==> config.mk <==
export PLATFORM = sky130hd
export DESIGN_NAME = bp_top
export DESIGN_NICKNAME = d
export VERILOG_FILES = /design/src/source/bp_pkg.sv /design/src/source/bp_line_buffer.sv /design/src/source/bp_mapper.sv /design/src/source/bp_shifter.sv /design/src/source/bp_state_control.sv /design/src/source/bp_top.sv
export VERILOG_INCLUDE_DIRS = /design/src /design/src/source
export SDC_FILE = /design/constraint.sdc
export NUM_CORES = 2
export LEC_CHECK = 0
export ABC_AREA = 0
export BUFFER_PORTS_ARGS = -buffer_cell sky130_fd_sc_hd__buf_2
export CORE_MARGIN = 5
export CORE_UTILIZATION = 65
export CTS_CLUSTER_DIAMETER = 150
export DETAILED_ROUTE_END_ITERATION = 10
export HOLD_SLACK_MARGIN = 0.03
export PLACE_DENSITY = 0.86
export SLEW_MARGIN = 20
export SYNTH_ARGS = -nofsm -noshare
export SYNTH_HDL_FRONTEND = slang
export SYNTH_HIERARCHICAL = 1
export SYNTH_SLANG_ARGS = --single-unit
==> constraint.sdc <==
create_clock -name clk -period 7.71 [get_ports clk]
set_input_delay 1.1565 -clock clk [delete_from_list [all_inputs] [get_ports clk]]
set_output_delay 1.1565 -clock clk [all_outputs]
set_load 0.05 [all_outputs]
==> src/source/bp_defs.svh <==
`ifndef BP_DEFS_SVH
`define BP_DEFS_SVH

// projection line geometry
`define BP_LINE_SIZE        256
`define BP_S_WIDTH          8
`define BP_SAMPLE_WIDTH     12
`define BP_SUM_WIDTH        24

// fixed-point position, low bits are fraction
`define BP_ACCU_WIDTH       18
`define BP_ACCU_FRAC        8

// 0 to 256 steps per run
`define BP_STEP_WIDTH       9

// APB port
`define BP_APB_ADDR_WIDTH   12
`define BP_APB_DATA_WIDTH   32

// register map, samples sit below BP_REG_START
`define BP_REG_START        12'h400
`define BP_REG_STEP         12'h404
`define BP_REG_COUNT        12'h408
`define BP_REG_CTRL         12'h40C
`define BP_REG_STATUS       12'h410
`define BP_REG_SUM          12'h414

`endif

==> src/source/bp_pkg.sv <==
`default_nettype none

`include "bp_defs.svh"

package bp_pkg;

    // line buffer address
    typedef logic [`BP_S_WIDTH-1:0] s_val_t;

    typedef logic signed [`BP_SAMPLE_WIDTH-1:0] sample_t;
    typedef logic signed [`BP_SUM_WIDTH-1:0] ray_sum_t;

    // signed position, BP_ACCU_FRAC fraction bits
    typedef logic signed [`BP_ACCU_WIDTH-1:0] map_accu_t;

    typedef logic [`BP_STEP_WIDTH-1:0] step_count_t;

    typedef enum logic {map_ready, map_mapping} mapper_state_t;
    typedef enum logic {shift_idle, shift_run} shifter_state_t;
    typedef enum logic [1:0] {ctl_idle, ctl_run, ctl_drain} control_state_t;

endpackage

`default_nettype wire

==> src/source/bp_line_buffer.sv <==
`timescale 1ns/10ps
`default_nettype none

`include "bp_defs.svh"

module bp_line_buffer
    import bp_pkg::*;
(
    input  wire          clk,
    input  wire          reset_n,
    input  wire          buf_wr_en,
    input  wire s_val_t  buf_wr_addr,
    input  wire sample_t buf_wr_data,
    input  wire s_val_t  rm_s_val,
    input  wire          rm_en,
    input  wire          sum_clear,
    output ray_sum_t     ray_sum
);

    sample_t ram [`BP_LINE_SIZE];
    sample_t rd_data;
    logic    rd_valid;

    // host load port
    always_ff @(posedge clk)
    begin
        if (buf_wr_en)
            ram[buf_wr_addr] <= buf_wr_data;
    end

    // registered read
    always_ff @(posedge clk)
    begin
        if (rm_en)
            rd_data <= ram[rm_s_val];
    end

    // valid follows the read data one stage behind the request
    always_ff @(posedge clk)
    begin
        if (!reset_n)
            rd_valid <= 1'b0;
        else
            rd_valid <= rm_en;
    end

    always_ff @(posedge clk)
    begin
        if (!reset_n)
            ray_sum <= '0;
        else if (sum_clear)
            ray_sum <= '0;
        else if (rd_valid)
            ray_sum <= ray_sum + ray_sum_t'(rd_data);
    end

endmodule

`default_nettype wire

==> src/source/bp_mapper.sv <==
`timescale 1ns/10ps
`default_nettype none

`include "bp_defs.svh"

module bp_mapper
    import bp_pkg::*;
(
    input  wire            clk,
    input  wire            reset_n,
    input  wire map_accu_t mp_accu_init,
    input  wire map_accu_t mp_accu_base,
    input  wire            sh_kick,
    input  wire            sh_shift_en,
    input  wire            sh_done,
    output s_val_t         rm_s_val,
    output logic           rm_en
);

    mapper_state_t state;
    mapper_state_t next_state;
    map_accu_t     accu;
    logic          mapping;
    logic          in_range;

    assign mapping = (state == map_mapping);

    // integer part in 0 .. BP_LINE_SIZE-1
    assign in_range = !accu[`BP_ACCU_WIDTH-1] &&
                      (accu[`BP_ACCU_WIDTH-1:`BP_ACCU_FRAC] < `BP_LINE_SIZE);

    // floor of the position, zero outside the line
    always_comb
    begin
        if (mapping && in_range)
            rm_s_val = accu[`BP_ACCU_FRAC +: `BP_S_WIDTH];
        else
            rm_s_val = '0;
    end

    // out-of-line positions skip the read entirely
    assign rm_en = sh_shift_en && mapping && in_range;

    always_ff @(posedge clk)
    begin
        if (!mapping)
            accu <= mp_accu_init;
        else if (sh_shift_en)
            accu <= accu + mp_accu_base;
    end

    always_ff @(posedge clk)
    begin
        if (!reset_n)
            state <= map_ready;
        else
            state <= next_state;
    end

    always_comb
    begin
        next_state = state;
        case (state)
            map_ready:
                if (sh_kick)
                    next_state = map_mapping;
            map_mapping:
                if (sh_done)
                    next_state = map_ready;
            default:
                next_state = map_ready;
        endcase
    end

    // shifter frames every shift inside the mapping window
    a_shift_in_mapping: assert property (@(posedge clk) disable iff (!reset_n)
        sh_shift_en |-> mapping);

endmodule

`default_nettype wire

==> src/source/bp_shifter.sv <==
`timescale 1ns/10ps
`default_nettype none

module bp_shifter
    import bp_pkg::*;
(
    input  wire              clk,
    input  wire              reset_n,
    input  wire              run_start,
    input  wire step_count_t step_count,
    output logic             sh_kick,
    output logic             sh_shift_en,
    output logic             sh_done
);

    shifter_state_t state;
    step_count_t    remain;

    // kick, then one shift per remaining step, then done
    always_ff @(posedge clk)
    begin
        if (!reset_n)
        begin
            state       <= shift_idle;
            remain      <= '0;
            sh_kick     <= 1'b0;
            sh_shift_en <= 1'b0;
            sh_done     <= 1'b0;
        end
        else
        begin
            sh_kick <= 1'b0;
            sh_done <= 1'b0;
            case (state)
                shift_idle:
                begin
                    sh_shift_en <= 1'b0;
                    if (run_start)
                    begin
                        remain  <= step_count;
                        sh_kick <= 1'b1;
                        state   <= shift_run;
                    end
                end
                shift_run:
                    if (remain != '0)
                    begin
                        sh_shift_en <= 1'b1;
                        remain      <= remain - 1'b1;
                    end
                    else
                    begin
                        // last shift was the previous cycle
                        sh_shift_en <= 1'b0;
                        sh_done     <= 1'b1;
                        state       <= shift_idle;
                    end
                default:
                    state <= shift_idle;
            endcase
        end
    end

    a_shift_only_running: assert property (@(posedge clk) disable iff (!reset_n)
        sh_shift_en |-> state == shift_run);

endmodule

`default_nettype wire

==> src/source/bp_state_control.sv <==
`timescale 1ns/10ps
`default_nettype none

`include "bp_defs.svh"

module bp_state_control
    import bp_pkg::*;
(
    input  wire                           clk,
    input  wire                           reset_n,
    input  wire [`BP_APB_ADDR_WIDTH-1:0]  paddr,
    input  wire                           psel,
    input  wire                           penable,
    input  wire                           pwrite,
    input  wire [`BP_APB_DATA_WIDTH-1:0]  pwdata,
    output logic [`BP_APB_DATA_WIDTH-1:0] prdata,
    output logic                          pready,
    output logic                          pslverr,
    input  wire                           sh_done,
    input  wire ray_sum_t                 ray_sum,
    output logic                          run_start,
    output logic                          sum_clear,
    output logic                          buf_wr_en,
    output s_val_t                        buf_wr_addr,
    output sample_t                       buf_wr_data,
    output map_accu_t                     mp_accu_init,
    output map_accu_t                     mp_accu_base,
    output step_count_t                   step_count
);

    control_state_t state;
    logic           drain_cnt;
    logic           busy;
    logic           apb_access;
    logic           apb_write;
    logic           start_req;

    assign apb_access = psel && penable;
    assign apb_write  = apb_access && pwrite;
    assign busy       = (state != ctl_idle);
    assign start_req  = apb_write && (paddr == `BP_REG_CTRL) && pwdata[0];

    // no wait states
    assign pready  = 1'b1;
    assign pslverr = apb_access && (paddr > `BP_REG_SUM);

    // sample words go straight to the line RAM
    assign buf_wr_en   = apb_write && (paddr < `BP_REG_START);
    assign buf_wr_addr = paddr[`BP_S_WIDTH+1:2];
    assign buf_wr_data = pwdata[`BP_SAMPLE_WIDTH-1:0];

    // run parameters, frozen while busy
    always_ff @(posedge clk)
    begin
        if (!reset_n)
        begin
            mp_accu_init <= '0;
            mp_accu_base <= '0;
            step_count   <= '0;
        end
        else if (apb_write && !busy)
        begin
            case (paddr)
                `BP_REG_START: mp_accu_init <= pwdata[`BP_ACCU_WIDTH-1:0];
                `BP_REG_STEP:  mp_accu_base <= pwdata[`BP_ACCU_WIDTH-1:0];
                `BP_REG_COUNT: step_count   <= pwdata[`BP_STEP_WIDTH-1:0];
                default: ;
            endcase
        end
    end

    // idle, run until the shifter is done, then let the last sample land
    always_ff @(posedge clk)
    begin
        if (!reset_n)
        begin
            state     <= ctl_idle;
            drain_cnt <= 1'b0;
            run_start <= 1'b0;
            sum_clear <= 1'b0;
        end
        else
        begin
            run_start <= 1'b0;
            sum_clear <= 1'b0;
            case (state)
                ctl_idle:
                    if (start_req)
                    begin
                        run_start <= 1'b1;
                        sum_clear <= 1'b1;
                        state     <= ctl_run;
                    end
                ctl_run:
                    if (sh_done)
                    begin
                        drain_cnt <= 1'b0;
                        state     <= ctl_drain;
                    end
                ctl_drain:
                    if (drain_cnt)
                        state <= ctl_idle;
                    else
                        drain_cnt <= 1'b1;
                default:
                    state <= ctl_idle;
            endcase
        end
    end

    always_comb
    begin
        prdata = '0;
        case (paddr)
            `BP_REG_START:
                prdata = {{(`BP_APB_DATA_WIDTH-`BP_ACCU_WIDTH){mp_accu_init[`BP_ACCU_WIDTH-1]}},
                          mp_accu_init};
            `BP_REG_STEP:
                prdata = {{(`BP_APB_DATA_WIDTH-`BP_ACCU_WIDTH){mp_accu_base[`BP_ACCU_WIDTH-1]}},
                          mp_accu_base};
            `BP_REG_COUNT:
                prdata = {{(`BP_APB_DATA_WIDTH-`BP_STEP_WIDTH){1'b0}}, step_count};
            `BP_REG_STATUS:
                prdata = {{(`BP_APB_DATA_WIDTH-1){1'b0}}, busy};
            `BP_REG_SUM:
                prdata = {{(`BP_APB_DATA_WIDTH-`BP_SUM_WIDTH){ray_sum[`BP_SUM_WIDTH-1]}}, ray_sum};
            default: ;
        endcase
    end

    // error only in an access phase that followed its setup phase
    a_err_in_access: assert property (@(posedge clk) disable iff (!reset_n)
        pslverr |-> penable && $past(psel) && !$past(penable));

    // a new run never starts on top of one in progress
    a_no_restart: assert property (@(posedge clk) disable iff (!reset_n)
        run_start |-> !$past(busy));

endmodule

`default_nettype wire

==> src/source/bp_top.sv <==
`timescale 1ns/10ps
`default_nettype none

`include "bp_defs.svh"

module bp_top
    import bp_pkg::*;
(
    input  wire                          clk,
    input  wire                          reset_n,
    input  wire [`BP_APB_ADDR_WIDTH-1:0] paddr,
    input  wire                          psel,
    input  wire                          penable,
    input  wire                          pwrite,
    input  wire [`BP_APB_DATA_WIDTH-1:0] pwdata,
    output wire [`BP_APB_DATA_WIDTH-1:0] prdata,
    output wire                          pready,
    output wire                          pslverr
);

    logic        run_start;
    logic        sum_clear;
    logic        sh_kick;
    logic        sh_shift_en;
    logic        sh_done;
    logic        rm_en;
    s_val_t      rm_s_val;
    logic        buf_wr_en;
    s_val_t      buf_wr_addr;
    sample_t     buf_wr_data;
    ray_sum_t    ray_sum;
    map_accu_t   mp_accu_init;
    map_accu_t   mp_accu_base;
    step_count_t step_count;

    bp_state_control u_state_control (
        .clk          (clk),
        .reset_n      (reset_n),
        .paddr        (paddr),
        .psel         (psel),
        .penable      (penable),
        .pwrite       (pwrite),
        .pwdata       (pwdata),
        .prdata       (prdata),
        .pready       (pready),
        .pslverr      (pslverr),
        .sh_done      (sh_done),
        .ray_sum      (ray_sum),
        .run_start    (run_start),
        .sum_clear    (sum_clear),
        .buf_wr_en    (buf_wr_en),
        .buf_wr_addr  (buf_wr_addr),
        .buf_wr_data  (buf_wr_data),
        .mp_accu_init (mp_accu_init),
        .mp_accu_base (mp_accu_base),
        .step_count   (step_count)
    );

    bp_shifter u_shifter (
        .clk         (clk),
        .reset_n     (reset_n),
        .run_start   (run_start),
        .step_count  (step_count),
        .sh_kick     (sh_kick),
        .sh_shift_en (sh_shift_en),
        .sh_done     (sh_done)
    );

    bp_mapper u_mapper (
        .clk          (clk),
        .reset_n      (reset_n),
        .mp_accu_init (mp_accu_init),
        .mp_accu_base (mp_accu_base),
        .sh_kick      (sh_kick),
        .sh_shift_en  (sh_shift_en),
        .sh_done      (sh_done),
        .rm_s_val     (rm_s_val),
        .rm_en        (rm_en)
    );

    bp_line_buffer u_line_buffer (
        .clk         (clk),
        .reset_n     (reset_n),
        .buf_wr_en   (buf_wr_en),
        .buf_wr_addr (buf_wr_addr),
        .buf_wr_data (buf_wr_data),
        .rm_s_val    (rm_s_val),
        .rm_en       (rm_en),
        .sum_clear   (sum_clear),
        .ray_sum     (ray_sum)
    );

endmodule

`default_nettype wire

==> flow_metrics.tcl <==
set metrics [dict create \
    timing.rr.start "u_mapper/mapping" \
    finClkSkew_ps 56.0 \
    routed_wl_um 393000 \
    ys_ff_latch 3190 \
    vias 68845 \
    hold_viol_final 0 \
    violations "DRC" \
    worst_ep_arrival_time_ps 6860 \
    ff_latch_area_um2 94900 \
    synth_top_area_share_pct 74.4 \
    cellLeakagePower_nw 41.9 \
    core_area_um2 192000 \
    hp-class "in -> reg" \
    regToRegEndpoint "u_line_buffer/rd_data[10]" \
    grt_pass1_vias 66389 \
    yosysWarnings 6 \
    vdd_drop_max_mv 0.239 \
    path_clk_slew_ps 60 \
    cts_max_level 5 \
    initial_core_util_pct 65.2 \
    ant_nets 0 \
    tightest_slew_ps 1270 \
    cp_data_required_time_ps 8350 \
    drv_cap 0 \
    crit_type "reg -> reg" \
    gr-total-overflow 0 \
    fin_cells 8535 \
    die_x_um 449 \
    period_share_pct 80.7 \
    clk_path_buf_depth 4 \
    post_cts_buffers 0 \
    grt_usage_pct 37.9 \
    dieHeight_um 449 \
    fin_nets 5850 \
    clock-sinks 3190 \
    slew_headroom_pct 14.9 \
    crit_fanout 27 \
    power_density_nw_per_um2 250 \
    io_buffers 67 \
    fmax_mhz 161 \
    synth-edff-count 3102 \
    antenna_found_initial 42 \
    dp_cells 7952 \
    drc_errors 3 \
    fillers 9632 \
    cts-hold-fix-buffers 0 \
    multi_input_comb_area_um2 29300 \
    cts_root_buf "clkbuf_16" \
    tns_ps 0 \
    tritoncts "yes" \
    hpwl_um 194000 \
    area_growth_pct 11.2 \
    grt_pass1_wl_um 533000 \
    grt_max_degree 173 \
    first_iter_violations 13954 \
    seq_area_frac_synth_pct 75.8 \
    yosys.area.top_type "edfxtp_1" \
    r2r_cells 11 \
    synth_area_leaders "edfxtp_1 74%, mux4_2 18%, dfxtp_1 1.4%, nor2_1 0.98%, clkbuf_1 0.58%" \
    gp_congestion 0.908 \
    holdPathStages 3 \
    viasPerCell 8.07 \
    first_pass_iters 11 \
    worst_setup_path_start_kind "register" \
    finish.utilization_pct 72.5 \
    wl_per_cell_um 46.0 \
    yosysUniqueCellTypes 91 \
    std_cell_rows 161 \
    netlist_area_um2 125000 \
    layout_min_cycle_time_ps 6220 \
    reg2reg_slack_ps 1490 \
    synth_most_common_cell "edfxtp_1" \
    synth-async-reset-ratio_pct 0 \
    power_w 0.0348 \
    crit_path_end_kind "register" \
    cts_resized 0 \
    cts_made_buffers 318 \
    synthTopCellsByCount "3,102 x edfxtp_1, 1,009 x mux4_2, 326 x nor2_1, 192 x clkbuf_1, 133 x nand2_1" \
    design.die.area_um2 202000 \
    ys.flop_type "edfxtp_1" \
    io_pins 83 \
    drv_slew 0 \
    status "complete, but fails checks" \
    grt_setup_unrepaired "no" \
    setup_violations 0 \
    clk_latency_ps 990 \
    syn_area_per_cell_um2 22.5 \
    hp-start "pwdata[13]" \
    synth_fp_nets 5647 \
    worstHoldEndpoint "u_state_control/mp_accu_base[13]" \
    syn_inst 5555 \
    drive_gt1_share_pct 31.6 \
]
critical path: stages (launching register included):
cell	delay (ps)
dfxtp_1	330
buf_4	320
inv_1	430
nor3_1	300
buf_4	250
and2_4	750
buf_4	650
mux4_2	720
mux4_2	610
mux4_2	590
a22oi_1	680
nand2_1	220
placed cells by master (no fill, tap or decap), drive strengths merged, types with 9 or more instances in the layout:
master / instances
a21o: 31
bufinv: 22
nand4: 18
clkinv: 119
ha: 41
nand2: 134
a221o: 9
edfxtp: 3102
o21ai: 45
a31oi: 10
buf: 223
a211oi: 17
xnor2: 21
and2: 22
nor2: 327
clkinvlp: 11
mux2: 9
a22oi: 32
nor3: 18
mux2i: 68
nand3: 36
diode: 24
nor2b: 19
clkbuf: 392
a21oi: 30
mux4: 1009
inv: 20
dfxtp: 88
state kept, by name (all words and copies together) (netlist names):
signal	cells
u_shifter/sh_kick	1
u_line_buffer/ray_sum	24
u_state_control/state	2
u_shifter/sh_done	1
u_line_buffer/ram	3072
u_state_control/drain_cnt	1
u_mapper/accu	18
u_state_control/step_count	9
u_state_control/mp_accu_base	18
u_line_buffer/rd_data	12
u_state_control/mp_accu_init	18
u_shifter/sh_shift_en	1
u_shifter/state	1
u_mapper/mapping	1
u_shifter/remain	9
u_state_control/sum_clear	1
u_line_buffer/rd_valid	1
final cells by class:
type	instances	share of cell area, %
Inverter	17	0.0458
Clock inverter	155	0.924
Multi-Input combinational cell	2008	21.0
Tap cell	2526	2.27
Timing Repair Buffer	223	1.56
Sequential cell	3190	68.1
Clock buffer	392	6.00
Antenna cell	24	0.0431
per-stage QoR:
| stage | hold WS [ps] | cell area (um^2) | setup slack (ps) |
|---|---|---|---|
| floorplan | 441 | 125000 | 3460 |
| global placement | 460 | 129000 | 2230 |
| detailed placement | 460 | 129000 | 2160 |
| CTS | 446 | 139000 | 1860 |
| global route | 468 | 139000 | 1630 |
| finish | 474 | 139000 | 1490 |
kinds of logic after synthesis:
family,after synthesis,share of synthesized area [%]
AO/OA/AOI/OAI,233,1.34
XOR/XNOR,26,0.182
adder cells (fa/ha/maj),43,0.442
buffers and inverters,357,1.28
flip-flops,3190,75.8
multiplexers,1086,18.8
other,1,0.00299
AND/OR/NAND/NOR,619,2.22
layer usage:
layer	up-vias	part of all wire [%]	track usage, %
met5	-	0.082	0.663
met4	20	9.2	24.7
met3	1982	14	10.9
met2	8174	47	58.7
met1	34767	29	47.8
li1	23902	-	-
worst max path at each step:
stage	start	end	slack [ps]	depth (start not counted)
after global routing	u_mapper/mapping	u_line_buffer/rd_data[10]	1630	11
after detailed placement	u_mapper/mapping	u_line_buffer/rd_data[10]	2160	11
after CTS	u_mapper/mapping	u_line_buffer/rd_data[10]	1860	11
after floorplan	paddr[4]	prdata[7]	3460	5
final	u_mapper/mapping	u_line_buffer/rd_data[10]	1490	11
after global placement	u_mapper/mapping	u_line_buffer/rd_data[10]	2230	11
power breakdown:
part	switching (W)	internal [W]
Clock	0.00695	0.00842
Sequential	0.00000151	0.0190
Combinational	0.000397	0.0000426
No activity file was read; power rests on OpenSTA's default activity.
